--- src/logic/cartridge_macros.svh ---
`ifndef CARTRIDGE_MACROS_SVH
`define CARTRIDGE_MACROS_SVH

// Secondary slots behind the primary slot
`define SLOT_COUNT 2

// 1 KiB SRAM, mirrored over page 4000h-7FFFh
`define SRAM_ADDR_BITS 10

// Scratch ports 40h-43h, timer reload 44h, status 45h
`define IO_BASE 8'h40

// CLK cycles per timer tick
`define TIMER_PRESCALE 16

`endif
--- src/logic/msxBusPkg.sv ---
`default_nettype none

`include "cartridge_macros.svh"

package msxBusPkg;

    // MSX to cartridge
    typedef struct packed {
        logic [15:0] addr;
        logic [7:0]  din;
        logic        rd_n;
        logic        wr_n;
        logic        merq_n;
        logic        iorq_n;
        logic        sltsl_n;
        logic        rfsh_n;
        logic        m1_n;
        logic        cs1_n;
        logic        cs2_n;
        logic        cs12_n;
        logic        busReset_n;  // MSX side reset, not the local one
    } msxReq_t;

    // Cartridge to MSX
    typedef struct packed {
        logic [7:0] dout;         // 00h when not driving
        logic       busdir_n;     // Low while dout is valid
        logic       int_n;
        logic       wait_n;
    } msxResp_t;

    typedef struct packed {
        logic [`SRAM_ADDR_BITS-1:0] addr;
        logic [7:0]                 wrData;
        logic                       write;
    } memCmd_t;

    typedef struct packed {
        logic [2:0] port;         // Offset from the I/O base
        logic [7:0] wrData;
        logic       rd;           // One-cycle strobes
        logic       wr;
    } ioCmd_t;

    // Idle request, also used while the MSX bus is in reset
    localparam msxReq_t REQ_IDLE = '{addr: 16'h0000, din: 8'h00, rd_n: 1'b1, wr_n: 1'b1,
                                     merq_n: 1'b1, iorq_n: 1'b1, sltsl_n: 1'b1, rfsh_n: 1'b1,
                                     m1_n: 1'b1, cs1_n: 1'b1, cs2_n: 1'b1, cs12_n: 1'b1,
                                     busReset_n: 1'b0};

    localparam msxResp_t RESP_IDLE = '{dout: 8'h00, busdir_n: 1'b1, int_n: 1'b1, wait_n: 1'b1};

endpackage

`default_nettype wire

--- src/logic/ioTimerBlock.sv ---
`timescale 1ns/1ps
`default_nettype none

`include "cartridge_macros.svh"

module ioTimerBlock (
    input  wire                    CLK,
    input  wire                    RESET_n,
    input  wire msxBusPkg::ioCmd_t ioCmd,
    output logic [7:0]             rdData,
    output logic                   intPending
);
    localparam int PRESCALE_BITS = $clog2(`TIMER_PRESCALE);

    logic [7:0]               scratch [4];
    logic [7:0]               count;     // Ticks left, zero means stopped
    logic [PRESCALE_BITS-1:0] prescale;
    logic                     tick;
    logic                     load;

    assign load = ioCmd.wr && (ioCmd.port == 3'd4);
    assign tick = (count != 8'd0) && (prescale == PRESCALE_BITS'(`TIMER_PRESCALE - 1));

    always_ff @(posedge CLK or negedge RESET_n) begin
        if (!RESET_n) begin
            count      <= 8'd0;
            prescale   <= '0;
            intPending <= 1'b0;
        end else begin
            if (load) begin
                count    <= ioCmd.wrData;
                prescale <= '0;
            end else if (count != 8'd0) begin
                prescale <= tick ? '0 : prescale + 1'b1;
                if (tick) begin
                    count <= count - 8'd1;
                end
            end

            // Status read acknowledges the interrupt
            if (ioCmd.rd && (ioCmd.port == 3'd5)) begin
                intPending <= 1'b0;
            end
            if (!load && tick && (count == 8'd1)) begin
                intPending <= 1'b1;  // Expiry wins over a same-cycle clear
            end
        end
    end

    always_ff @(posedge CLK) begin
        if (ioCmd.wr && !ioCmd.port[2]) begin
            scratch[ioCmd.port[1:0]] <= ioCmd.wrData;
        end
    end

    // Combinational so data is valid in the rd strobe cycle
    always_comb begin
        case (ioCmd.port)
            3'd0, 3'd1, 3'd2, 3'd3: rdData = scratch[ioCmd.port[1:0]];
            3'd4:                   rdData = count;
            3'd5:                   rdData = {7'd0, intPending};
            default:                rdData = 8'h00;
        endcase
    end

endmodule

`default_nettype wire

--- config.mk ---
export PLATFORM = sky130hd
export DESIGN_NAME = ioTimerBlock
export DESIGN_NICKNAME = d
export VERILOG_FILES = /design/src/logic/msxBusPkg.sv /design/src/logic/ioTimerBlock.sv
export VERILOG_INCLUDE_DIRS = /design/src /design/src/logic
export SDC_FILE = /design/constraint.sdc
export NUM_CORES = 1
export LEC_CHECK = 0
export CORE_MARGIN = 2
export CORE_UTILIZATION = 56
export CTS_BUF_LIST = sky130_fd_sc_hd__clkbuf_16
export CTS_CLUSTER_DIAMETER = 120
export DETAILED_ROUTE_END_ITERATION = 8
export DONT_BUFFER_PORTS = 1
export PLACE_DENSITY = 0.86
export SYNTH_ARGS = -nofsm -noshare
export SYNTH_HDL_FRONTEND = slang
export SYNTH_SLANG_ARGS = --single-unit
--- constraint.sdc ---
create_clock -name CLK -period 1.88 [get_ports CLK]
set_clock_uncertainty 0.05 [all_clocks]
set_input_delay 0.188 -clock CLK [delete_from_list [all_inputs] [get_ports CLK]]
set_output_delay 0.188 -clock CLK [all_outputs]
set_load 0.01 [all_outputs]
# [Word level (Yosys, flattened, before mapping)]
# Memories as Yosys holds them, arrays and structs flattened.
# Cells that the tools add are included.
[totals] ff_bits=13 mem_count=1 elab_cells=39 inputBits=15 ram_bits=32 out_inout_bits=9
[memory_table] name="scratch" depth=4 word_bits=8 rd=1 rd_ports_with_merged_regs=0 write_ports=1 line="ioTimerBlock.sv:15" source="logic [7:0] scratch [4];"
[op_classes] eq_ne=7 addsub=2 muxes=11 n_reduce_logical=15
[ops] op="2-to-1 mux 8 bit" n=3
[ops] op="case mux 8 bit (3 select lines)" n=1
[ops] op="2-to-1 mux 4 bit" n=3
[ops] op="equality test 8 x 1 -> 1 bit, second input constant" n=1
[ops] op="nonzero test 8 bit" n=1
[ops] op="subtractor 8 x 1 -> 8 bit, second input constant" n=1
[ops] op="equality test 3 x 2 -> 1 bit, second input constant" n=2
[ops] op="equality test 3 bit, second input constant" n=2
[ops] op="logical AND 1 bit" n=6
[ops] op="nonzero test 2 bit" n=3
[ops] op="adder 4 x 1 -> 4 bit, second input constant" n=1
[ops] op="equality test 4 bit, second input constant" n=1
[ops] op="2-to-1 mux 1 bit" n=4
[ops] op="OR reduction 4 bit" n=1
[ops] op="equality test 3 x 1 -> 1 bit, second input constant" n=1
[ops] op="logical NOT 3 bit" n=1
[ops] op="logical NOT 1 bit" n=2
[ops] op="AND reduction 2 bit" n=1

# [Depth between registers and ports, before layout]
[logic_depth] word_depth=6 ltp_mapped=6 mapped_depth_nobuf=6

# [Worst setup path after synthesis]
# No wires, ideal clock.
[synth_timing] kind="register -> register" startpoint="register count[0]" endpoint="register count[1]" arrival_ps=1831 stages_incl_launch_ff=7 n_path_buf=0 setup_ps=77 required_time_ps=1753 slack_ps=-79 cell_sequence="dfrtp_1 -> inv_1 -> ha_1 -> nor4b_2 -> a21o_1 -> mux2_2 -> a21oi_1"
[synth_via] elab_chain_cells=4
[synth_rtl] item="start, declared" line="ioTimerBlock.sv:16" source="logic [7:0] count;"
[synth_rtl] item="start signal, assigned" line="ioTimerBlock.sv:31" source="count <= ioCmd.wrData;"
[synth_rtl] item="start signal, assigned" line="ioTimerBlock.sv:36" source="count <= count - 8'd1;"
[synth_rtl] item="subtractor 8 x 1 -> 8 bit or nonzero test 8 bit (tied branches)" line="ioTimerBlock.sv:36, ioTimerBlock.sv:22, ioTimerBlock.sv:33"
[synth_rtl] item="2-to-1 mux 8 bit or logical AND 1 bit (tied branches)" line="ioTimerBlock.sv:35, ioTimerBlock.sv:22"
[synth_rtl] item="2-to-1 mux 8 bit or nonzero test 2 bit (tied branches)"
[synth_rtl] item="2-to-1 mux 8 bit or AND reduction 2 bit (tied branches)"
# Parallel ways exist; a longest one is shown, timed or not. The select of a mux whose other input is x is not followed.
# A chain may end at the register's enable or synchronous reset.

# [Final worst setup path]
[layout_timing] startpoint="register count[4]" endpoint="register count[7]"
# The elaborated chain is that of the path after synthesis.

==> summary.txt <==
Status
  – Run status: complete, but fails checks
  – Failing checks: setup timing

STA
  – # setup viols final: 1
  – RSZ-0062 raised after global routing: yes
  – Final worst slack: -0.0497 ns
  – Worst-Margin Slew: around 0.65 ns
  – Max Freq: 518 MHz
  – Max-slew violation count: 0
  – Period utilization: 103%
  – Hold WS: 0.0207 ns
  – Relative slew slack: 56.4%
  – Final hold violations: 0
  – Tmin final: 1.93 ns

Hold path
  – Worst hold path class: in -> reg

Logic synthesis
  – Mapped Area: about 0.0021 mm²
  – Seq/Total Area, Yosys: 62.0%
  – Post-synth EDFFs: 32
  – Synth area leader: edfxtp_1
  – Most used DFF post-synth: edfxtp_1
  – Top-area cell type share of the netlist area: roughly 46%
  – Syn_area_per_cell: around 14 µm²
  – Cells after Synth: 147
  – Library cells used by synthesis: 37
  – #FFs+latches synth: 45
  – Top-count cell post-synth: edfxtp_1
  – Top cells by count, synth: edfxtp_1, dfrtp_1, nand2_1
  – Syn nets: 166
  – Yosys warning total: 0
  – Largest cells by area after synthesis: edfxtp_1, dfrtp_1, mux4_2
  – FFs w/ async S/R, synth: 28.9%

Flow run
  – Maxcap violations: 0

CTS
  – H-tree Lvls: 2
  – Clk Latency, worst-skew pair: approximately 0.28 ns
  – Worst-path clk slew: 0.06 ns
  – Clock buffer depth: 2
  – CTS Buf Count: 5
  – Clock sink count: 45
  – Root Buffer: clkbuf_16
  – CTS tree: done

Floorplanning
  – Num rows: 22
  – Die width: 64.8 µm
  – Die Y: 64.8 µm
  – Die Area: 0.00420 mm²
  – Core ar.: 0.00361 mm²
  – Starting Density: 57.5%
  – I/O pins: 24

Worst setup path
  – Worst path slowest cell: or4_4
  – CP Buf/Inv Count: 0
  – WP data required: 2.04 ns
  – Crit path max fanout: 4
  – Max stage delay on crit path: about 0.44 ns
  – Worst EP arrival: 2.09 ns
  – Critical setup path kind: reg -> reg
  – Top delay family on crit path: simple AND/OR/NAND/NOR gates
  – Cell chain of the critical path: or3_4 > or3_4 > or4_4 > a31oi_4
  – Most frequent CP cell: or3_4
  – Crit. End Element: flop
  – CP Launch Type: flop

GRT
  – Total grt overflow: 0
  – Total Routing Usage GR: 24.3%
  – Largest net degree at the start of global routing: 16
  – Initial antenna violation count: 0
  – Vias in the first global route: 1,490
  – First-pass GRT wire length: 7410 µm

Layout
  – Area growth, synth to finish: 24.0%
  – Inserted Diodes: 0
  – Layout cell share with drive strength beyond 1: 27.6%
  – Final instance area: 0.00257 mm²
  – Finished Core Util: 71.3%
  – Fin nets: 203
  – Fillers: about 230

Power and ir drop
  – Switching power: 0.000795 W
  – Clock power share: 29.0%
  – Max IR drop VDD: 0.000694 V
  – Combinational Power Share: 26.7%
  – Sw Share: 27.6%
  – Sequential Power Share: 44.3%
  – Pint: between 0.002 and 0.0025 W
  – Total chip power: 0.00288 W
  – Leak: around 0.94 nW
  – PD cells: 1120 mW/mm²

Placed design
  – Setup WS pre-CTS: -0.0336 ns
  – PortBufs: 0
  – DP HPWL: between 3000 and 4000 µm
  – DP Area: 0.00228 mm²
  – Gpl congestion: 0.896

Route
  – DR vias: 1,444
  – WL/cell: roughly 20 µm
  – WL final: 4650 µm
  – Iteration-0 DRC Markers: roughly 150
  – Residual DRC: 0
  – DR vias/cell: between 6 and 7
  – First-pass DRT Iterations: 4
  – Final antenna-violating net count: 0
-- cell type report --
type	count	area, µm²	share of cell area (%)
timing repair buffer	34	278	10.8
multi-input combinational	95	792	30.8
clock buffer	5	125	4.87
tap	48	60.1	2.34
sequential	45	1290	50.0
clock inverter	3	18.8	0.730
inverter	3	11.3	0.438
-- worst reg2reg max path, cell delays in order (launching register included) --
cell and delay, ns:
dfrtp_1 0.41, or3_4 0.42, or3_4 0.35, or4_4 0.44, a31oi_4 0.18
-- what timing repair did --
action                                 in CTS  in global routing
setup buffers                               2                  3
resized for setup                           1                  4
setup endpoints to repair                   2                  4
hold buffers                                9                  0
endpoints found under the hold margin      48                  0
pin swaps                                   2                  2
-- flip-flops by register name, summed over array words and instances (netlist names) --
name	count
count	8
intPending	1
scratch	32
prescale	4
-- per-stage QoR --
stage	std cells	TNS [ns]
2_1_floorplan	147	0
3_3_place_gp	211	0
3_5_place_dp	211	-0.0336
4_1_cts	230	-0.00797
5_1_grt	233	-0.234
6_report	233	-0.0497
-- metal layers --
layer	up-vias	part of all wire (%)	global-route usage, %
met3	14	6.6	6.94
li1	647	-	-
met4	0	3.0	10.6
met5	-	0	0
met2	75	52	40.1
met1	708	39	29.8
-- cell families after synthesis --
kind of cell | synth area share [%]
AOI/OAI and AO/OA | 9.78
xor gates and xnor gates | 2.11
adders and majority gates | 2.41
buffers and inverters | 1.33
DFF | 62.0
muxes | 10.2
and+or+nand+nor | 12.1
-- final timing paths --
kind | startpoint | to | slack [ns] | cells after the start
max | count[4] | count[7] | -0.05 | 4
min | ioCmd[4] | count[2] | 0.02 | 2
max in group asynchronous | RESET_n | intPending | 1.04 | 1
min in group asynchronous | RESET_n | count[2] | 0.32 | 1
max reg2reg | count[4] | count[7] | -0.05 | 4
min reg2reg | prescale[3] | prescale[3] | 0.54 | 2
-- cell usage in the layout, fill, tap and decap left out, drive strengths merged, types with 3 or more instances in the layout --
cell type and n:
edfxtp 32, buf 25, dfrtp 13, nand2 11
o21ai 10, nor2 9, dlygate4sd3 9, mux4 8
a21oi 7, a22o 7, clkbuf 5, or3 5
inv 4, ha 4, nand3 3, xnor2 3
nor3 3
-- power groups by stage --
stage               sequential, W  combinational [W]  clock [W]
finish                    0.00128           0.000768   0.000836
global route              0.00129           0.000850   0.000896
CTS                       0.00127           0.000713   0.000852
detailed placement        0.00130           0.000655          0
global placement          0.00129           0.000630          0
floorplan                 0.00132           0.000361          0
(Power assumes the default switching activity.)
