==> src/logic/cartridge_macros.svh <==
`ifndef CARTRIDGE_MACROS_SVH
`define CARTRIDGE_MACROS_SVH

// Secondary slots behind the primary slot
`define SLOT_COUNT 2

// 1 KiB SRAM, mirrored over page 4000h-7FFFh
`define SRAM_ADDR_BITS 10

// Scratch ports 40h-43h, timer reload 44h, status 45h
`define IO_BASE 8'h40

// CLK cycles per timer tick
`define TIMER_PRESCALE 16

`endif
==> src/logic/msxBusPkg.sv <==
`default_nettype none

`include "cartridge_macros.svh"

package msxBusPkg;

    // MSX to cartridge
    typedef struct packed {
        logic [15:0] addr;
        logic [7:0]  din;
        logic        rd_n;
        logic        wr_n;
        logic        merq_n;
        logic        iorq_n;
        logic        sltsl_n;
        logic        rfsh_n;
        logic        m1_n;
        logic        cs1_n;
        logic        cs2_n;
        logic        cs12_n;
        logic        busReset_n;  // MSX side reset, not the local one
    } msxReq_t;

    // Cartridge to MSX
    typedef struct packed {
        logic [7:0] dout;         // 00h when not driving
        logic       busdir_n;     // Low while dout is valid
        logic       int_n;
        logic       wait_n;
    } msxResp_t;

    typedef struct packed {
        logic [`SRAM_ADDR_BITS-1:0] addr;
        logic [7:0]                 wrData;
        logic                       write;
    } memCmd_t;

    typedef struct packed {
        logic [2:0] port;         // Offset from the I/O base
        logic [7:0] wrData;
        logic       rd;           // One-cycle strobes
        logic       wr;
    } ioCmd_t;

    // Idle request, also used while the MSX bus is in reset
    localparam msxReq_t REQ_IDLE = '{addr: 16'h0000, din: 8'h00, rd_n: 1'b1, wr_n: 1'b1,
                                     merq_n: 1'b1, iorq_n: 1'b1, sltsl_n: 1'b1, rfsh_n: 1'b1,
                                     m1_n: 1'b1, cs1_n: 1'b1, cs2_n: 1'b1, cs12_n: 1'b1,
                                     busReset_n: 1'b0};

    localparam msxResp_t RESP_IDLE = '{dout: 8'h00, busdir_n: 1'b1, int_n: 1'b1, wait_n: 1'b1};

endpackage

`default_nettype wire

==> src/logic/cartControl.sv <==
`timescale 1ns/1ps
`default_nettype none

`include "cartridge_macros.svh"

module cartControl (
    input  wire                      CLK,
    input  wire                      RESET_n,
    input  wire msxBusPkg::msxReq_t  req,
    output msxBusPkg::msxResp_t      resp,
    output logic                     memReq,
    output msxBusPkg::memCmd_t       memCmd,
    input  wire                      memAck,
    input  wire [7:0]                memRdData,
    output msxBusPkg::ioCmd_t        ioCmd,
    input  wire [7:0]                ioRdData,
    input  wire                      intPending
);
    import msxBusPkg::*;

    typedef enum logic [1:0] {
        stateIdle,
        stateMem,     // Waiting for the SRAM ack
        stateHold     // Driving the bus until the strobe rises
    } state_t;

    state_t     state;
    logic       strobeLow;
    logic       strobePrev;
    logic       cycleStart;
    logic       memHit;
    logic       ioHit;
    logic [7:0] ioOffset;

    assign strobeLow  = !req.rd_n || !req.wr_n;
    assign cycleStart = strobeLow && !strobePrev && req.busReset_n;  // New strobe only

    // Page 1 of our slot, refresh cycles excluded
    assign memHit = !req.sltsl_n && !req.merq_n && req.rfsh_n && (req.addr[15:14] == 2'b01);

    assign ioOffset = req.addr[7:0] - `IO_BASE;
    assign ioHit    = !req.iorq_n && (req.addr[7:0] >= `IO_BASE) && (ioOffset < 8'd6);

    always_ff @(posedge CLK or negedge RESET_n) begin
        if (!RESET_n) begin
            state      <= stateIdle;
            strobePrev <= 1'b0;
            memReq     <= 1'b0;
            ioCmd      <= '0;
            resp       <= RESP_IDLE;
        end else begin
            strobePrev <= strobeLow;
            ioCmd.rd   <= 1'b0;
            ioCmd.wr   <= 1'b0;
            resp.int_n <= !intPending;

            case (state)
                stateIdle: begin
                    if (cycleStart && memHit) begin
                        memReq      <= 1'b1;
                        resp.wait_n <= 1'b0;  // Stretch the cycle until ack
                        state       <= stateMem;
                    end else if (cycleStart && ioHit) begin
                        ioCmd.port   <= ioOffset[2:0];
                        ioCmd.wrData <= req.din;
                        ioCmd.rd     <= !req.rd_n;
                        ioCmd.wr     <= !req.wr_n;
                        state        <= stateHold;
                    end
                end

                stateMem: begin
                    if (memAck) begin
                        memReq      <= 1'b0;
                        resp.wait_n <= 1'b1;
                        if (!memCmd.write) begin
                            resp.dout     <= memRdData;
                            resp.busdir_n <= 1'b0;
                        end
                        state <= stateHold;
                    end
                end

                stateHold: begin
                    // I/O read data is valid while the rd strobe is high
                    if (ioCmd.rd) begin
                        resp.dout     <= ioRdData;
                        resp.busdir_n <= 1'b0;
                    end
                    if (!strobeLow) begin
                        resp.dout     <= 8'h00;
                        resp.busdir_n <= 1'b1;
                        if (!memAck) begin
                            state <= stateIdle;  // Handshake fully closed
                        end
                    end
                end

                default: state <= stateIdle;
            endcase
        end
    end

    // SRAM command, held stable for the whole handshake
    always_ff @(posedge CLK) begin
        if (state == stateIdle && cycleStart && memHit) begin
            memCmd.addr   <= req.addr[`SRAM_ADDR_BITS-1:0];  // Mirrors over the page
            memCmd.wrData <= req.din;
            memCmd.write  <= !req.wr_n;
        end
    end

endmodule

`default_nettype wire

==> config.mk <==
export PLATFORM = sky130hd
export DESIGN_NAME = cartControl
export DESIGN_NICKNAME = d
export VERILOG_FILES = /design/src/logic/msxBusPkg.sv /design/src/logic/cartControl.sv
export VERILOG_INCLUDE_DIRS = /design/src /design/src/logic
export SDC_FILE = /design/constraint.sdc
export NUM_CORES = 1
export LEC_CHECK = 0
export BUFFER_PORTS_ARGS = -buffer_cell sky130_fd_sc_hd__buf_4
export CAP_MARGIN = 5
export CELL_PAD_IN_SITES_DETAIL_PLACEMENT = 2
export CELL_PAD_IN_SITES_GLOBAL_PLACEMENT = 2
export CORE_MARGIN = 2
export CORE_UTILIZATION = 30
export CTS_BUF_LIST = sky130_fd_sc_hd__clkbuf_4
export DETAILED_ROUTE_END_ITERATION = 12
export PLACE_DENSITY = 0.89
export SYNTH_ARGS = -nofsm -noshare
export SYNTH_HDL_FRONTEND = slang
export SYNTH_SLANG_ARGS = --single-unit
==> constraint.sdc <==
create_clock -name CLK -period 4.1 [get_ports CLK]
set_input_delay 0.615 -clock CLK [delete_from_list [all_inputs] [get_ports CLK]]
set_output_delay 0.615 -clock CLK [all_outputs]
set_load 0.02 [all_outputs]
# After elaboration in Yosys (flattened, before gate mapping)
# Cells that the tools add are included.
[totals]
regBits = 47
inputBits = 55
output_inout_bits = 44
[op_classes]
n_addsub = 1
n_lt_le_gt_ge = 2
eq_ne = 10
mux = 20
bitwise = 1
n_reduce_logical = 26
[op_table]
columns = ["op", "n"]
rows = [
  ["9-bit 2-to-1 mux", 4],
  ["9-bit case mux with 2 select lines", 1],
  ["2-bit 2-to-1 mux", 8],
  ["1-bit logical AND", 11],
  ["2-bit != test, second input constant", 5],
  ["8-bit by 7-bit greater-or-equal comparator with 1-bit output, second input constant", 1],
  ["8-bit by 3-bit < comparator with 1-bit output, second input constant", 1],
  ["4-bit AND reduction", 2],
  ["8-bit by 7-bit subtractor with 8-bit output, second input constant", 1],
  ["1-bit logical NOT", 7],
  ["3-bit != test, second input constant", 2],
  ["2-bit case mux with 3 select lines", 1],
  ["3-bit AND reduction", 2],
  ["2-bit by 1-bit equality test with 1-bit output, second input constant", 2],
  ["1-bit 2-to-1 mux", 4],
  ["1-bit case mux with 2 select lines", 2],
  ["2-bit nonzero test", 2],
  ["2-bit equality test, second input constant", 1],
  ["2-bit logical NOT", 1],
  ["1-bit logical OR", 1],
  ["1-bit inverter", 1],
]

# Logic depth before layout (Yosys ltp)
[depth]
depth_word = 8
mapped_depth = 6

# Least setup slack after synthesis
# Ideal clock, no wire load.
[synth_timing]
kind = "input to register"
startpoint = "input req[10] (netlist bit)"
endpoint = "register memCmd[0] (netlist bit), enable pin"
setup_ns = 0.375
t_arrival_ns = 1.716
path_slack_ns = 2.009
cell_stages = 5
path_buffers = 0
path_cell_list = "and2_4 > clkinv_2 > nand4b_1 > or2_2 > inv_1"
[synth_via]
elab_chain_cells = 6
[synth_rtl]
columns = ["item", "line", "source"]
rows = [
  ["start, declared", "cartControl.sv:9", "input wire msxBusPkg::msxReq_t req,"],
  ["1-bit logical NOT", "cartControl.sv:35", "assign strobeLow = !req.rd_n || !req.wr_n;"],
  ["1-bit logical OR", "cartControl.sv:35", ""],
  ["via strobeLow", "cartControl.sv:28", "logic strobeLow;"],
  ["1-bit logical AND (2 in a row)", "cartControl.sv:36", "assign cycleStart = strobeLow && !strobePrev && req.busReset_n;"],
  ["1-bit logical AND (2 in a row)", "cartControl.sv:106", "if (state == stateIdle && cycleStart && memHit) begin"],
  ["end, declared", "cartControl.sv:12", "output msxBusPkg::memCmd_t memCmd,"],
]
# The timed path passes the listed nets, and every way through them passes these cells.
# A chain may end at the register's enable or synchronous reset.

# Worst setup path after layout
[layout_timing]
startpoint = "input req[26] (netlist bit)"
endpoint = "register ioCmd[4] (netlist bit)"
[layout_via]
elab_chain_cells = 5
elab_cells_between_ends = 7
[layout_rtl]
columns = ["item", "line", "source"]
rows = [
  ["8-bit by 7-bit subtractor with 8-bit output (no source line) / 8-bit by 7-bit greater-or-equal comparator with 1-bit output (equally long branches)", "-", ""],
  ["8-bit by 3-bit < comparator with 1-bit output / 1-bit logical AND (equally long branches)", "cartControl.sv:42", "assign ioHit = !req.iorq_n && (req.addr[7:0] >= `IO_BASE) && (ioOffset < 8'd6);"],
  ["1-bit logical AND *", "cartControl.sv:42", ""],
  ["1-bit logical AND *", "cartControl.sv:63", "end else if (cycleStart && ioHit) begin"],
  ["3-bit AND reduction (no source line) *", "-", ""],
  ["end, declared", "cartControl.sv:15", "output msxBusPkg::ioCmd_t ioCmd,"],
]
# Every way passes the cells marked *; elsewhere a longest branch is shown, timed or not.

==> flow_metrics.tcl <==
set metrics [dict create \
    synth_area_leaders "dfrtp_1 36%, edfxtp_1 33%, mux2_2 7.1%" \
    p_sw_share_pct 27.0 \
    yosys.area.top_type "dfrtp_1" \
    grt_max_degree 29 \
    layout.cells.non_filler 287 \
    ys.flop_type "dfrtp_1" \
    synth_xor_area_share_pct 0 \
    dp_hpwl_um 4270 \
    dr.pass1.iters 4 \
    cts_tree "done" \
    rsz0062_at_grt "false" \
    hold_viol 0 \
    ys_warn_count 0 \
    p_per_area_mw_per_mm2 450 \
    crit_path_cell_trace "buf_4 > nor4_1 > nand4b_1 > nor3_2 > mux2_2" \
    syn_inst 120 \
    ant_nets 0 \
    relSlewSlack_pct 41.5 \
    drcViolationCount 0 \
    clkLatencyLatePin_ps 360 \
    synth_edf_count 19 \
    synth_compound_area_share_pct 8.70 \
    finalSetupTns_ps 0 \
    start_util_pct 31.5 \
    io_pins 99 \
    fin_worst_skew_ps 5.72 \
    p_comb_share_pct 21.7 \
    internal_power_uw 857 \
    met3_usage_pct 6.07 \
    clockBufferDepth 2 \
    regArea_mm2 0.00127 \
    drv_cap 0 \
    grt_pass1_wl_um 8450 \
    arrival_ps 2510 \
    p_leak_nw 1.23 \
    num_rows 27 \
    path_delay_family "simple AND/OR/NAND/NOR gates" \
    cp_num_buf_inv 1 \
    ys_seq_area_share_pct 72.7 \
    report.final.slew_viol_count 0 \
    max_stage_delay_ps 730 \
    cts-htree-levels 2 \
    die_w_um 80.5 \
    synth-async-reset-ratio_pct 59.6 \
    yosys.area.top_type_share_pct 35.7 \
    overflow 0 \
    wl_per_cell_um 18.9 \
    synthAdderAreaFrac_pct 0 \
    cts-resized-gates 0 \
    insertedDiodeCount 0 \
    initialDrtViolationCount 46 \
    synth.distinct_cells 26 \
    synth.area.mux_share_pct 7.06 \
    syn_nets 175 \
    fmax_mhz 444 \
    synth.avg_cell_area_um2 14.6 \
    die_h_um 80.5 \
    cp_max_fo 11 \
    fp.coreArea_mm2 0.00557 \
    place_congestion 0.695 \
    antenna_found_initial 0 \
    fin_crit_ps 2250 \
    path_class "in -> reg" \
    fillCellCount 560 \
    pwr-share-seq_pct 49.2 \
    cts_num_sinks 47 \
    gr-usage-all-layers_pct 17.9 \
    synthToLayoutAreaGrowth_pct 48.6 \
    cp.required_ps 4360 \
    p_clk_share_pct 29.1 \
    synth_top_family_by_area "simple AND/OR/NAND/NOR gates" \
    ctsHoldBuffers 0 \
    design.die.area_mm2 0.00647 \
    place_inst 279 \
    cts_buffers 5 \
    clk_pin_slew_worst_paths_ps 130 \
    synth_seq_cells 47 \
    routed_via_density 4.82 \
    cp-start-kind "input pin" \
    worst_slew_pin_slew_ps 873 \
    finalCritPeriodShare_pct 54.9 \
    synth_most_common_cell "dfrtp_1" \
    setup_viol 0 \
    clock-root-buffer "clkbuf_4" \
    gr-max-usage-layer "met2" \
    netlist_area_mm2 0.00175 \
    crit_path_end_kind "flop" \
    drive_above_1_share_pct 54.4 \
    wl_um 5420 \
    min-delay-path-class "in -> async" \
    p_switching_uw 317 \
    post_cts_buffers 0 \
    vdd_drop_max_v 0.000202 \
    run_status "complete, no violations" \
    synth-simple-area-share_pct 9.34 \
    grt_pass1_vias 1545 \
    final_nets 269 \
    multi_input_area_um2 440 \
    met1_usage_pct 20.3 \
    met2_usage_pct 31.1 \
    io_buffers 90 \
    crit_slowest_cell "nor3_2" \
    via_count 1384 \
    synth_common_cells "25 x dfrtp_1, 19 x edfxtp_1, 12 x nand2_1, 11 x mux2_2, 9 x o21ai_0" \
]
-- power groups by stage --
stage | Combinational, mW | Clock, mW | Sequential, mW
6_report | 0.255 | 0.341 | 0.577
5_1_grt | 0.277 | 0.368 | 0.585
4_1_cts | 0.260 | 0.353 | 0.579
3_5_place_dp | 0.258 | 0 | 0.588
3_3_place_gp | 0.246 | 0 | 0.581
2_1_floorplan | 0.0478 | 0 | 0.644
-- worst reg2reg max path: stages, from the launching register on --
cell and delay [ps]:
dfrtp_1 420, nor2_1 190, nand4b_1 230, or2_2 380, inv_1 590
-- kinds of logic after synthesis --
family,after synthesis
flops,47
simple gates,30
compound gates,24
mux,11
buf+inv,8
-- cell type report --
| class | count | area share, % |
|---|---|---|
| flip-flops and latches | 47 | 48.9 |
| clock buffers | 6 | 1.73 |
| clock inverters | 2 | 2.30 |
| multi-input cells | 65 | 16.9 |
| well taps | 72 | 3.46 |
| repair buffers | 90 | 25.9 |
| inverters | 5 | 0.768 |
-- through the flow --
| step | instance area (µm²) | worst slack [ps] | power, mW | util (%) | hold WS, ps |
|---|---|---|---|---|---|
| after floorplan | 1750 | 2010 | 0.691 | - | 319 |
| after detailed placement | 2500 | 1420 | 0.846 | 44.9 | 489 |
| after CTS | 2610 | 1820 | 1.19 | 46.8 | 145 |
| final | 2610 | 1850 | 1.17 | 46.8 | 151 |
| after global routing | 2610 | 1730 | 1.23 | 46.8 | 145 |
| after global placement | 2500 | 1530 | 0.827 | 44.9 | 456 |
-- sequential cells by signal, indices dropped and copies added (netlist names) --
signal,count
memCmd,19
ioCmd,13
resp,11
state,2
memReq,1
strobePrev,1
-- cells in the final DEF, fill, tap and decap left out, drive strengths merged, types with 2 or more instances in the layout --
master  Yosys  routed
buf         1      90
dfrtp      25      25
edfxtp     19      19
nand2      12      12
mux2       11      11
o21ai      11      11
a22oi       8       8
clkbuf      2       6
nor2        5       5
inv         4       4
nor4        3       3
dfstp       3       3
nand4b      2       2
nand2b      2       2
a21oi       2       2
bufinv      0       2
and2        2       2
-- path summary, 6_finish.rpt --
| path | from | endpoint | slack (ps) | depth (start not counted) |
|---|---|---|---|---|
| setup / recovery | req[26] | ioCmd[4] | 1850 | 5 |
| hold / removal | RESET_n | ioCmd[9] | 150 | 1 |
| setup reg to reg | state[1] | memCmd[0] | 1920 | 4 |
| hold reg to reg | resp[2] | resp[2] | 490 | 2 |
| max in group asynchronous | RESET_n | resp[2] | 3620 | 1 |
| min in group CLK | intPending | resp[1] | 370 | 2 |
-- routing by layer --
metal / vias up / share of wire, %
met2: 69 / 50
met5: - / 0
met3: 9 / 10
met1: 680 / 38
met4: 0 / 2.1
li1: 626 / -
(Power assumes the default switching activity.)
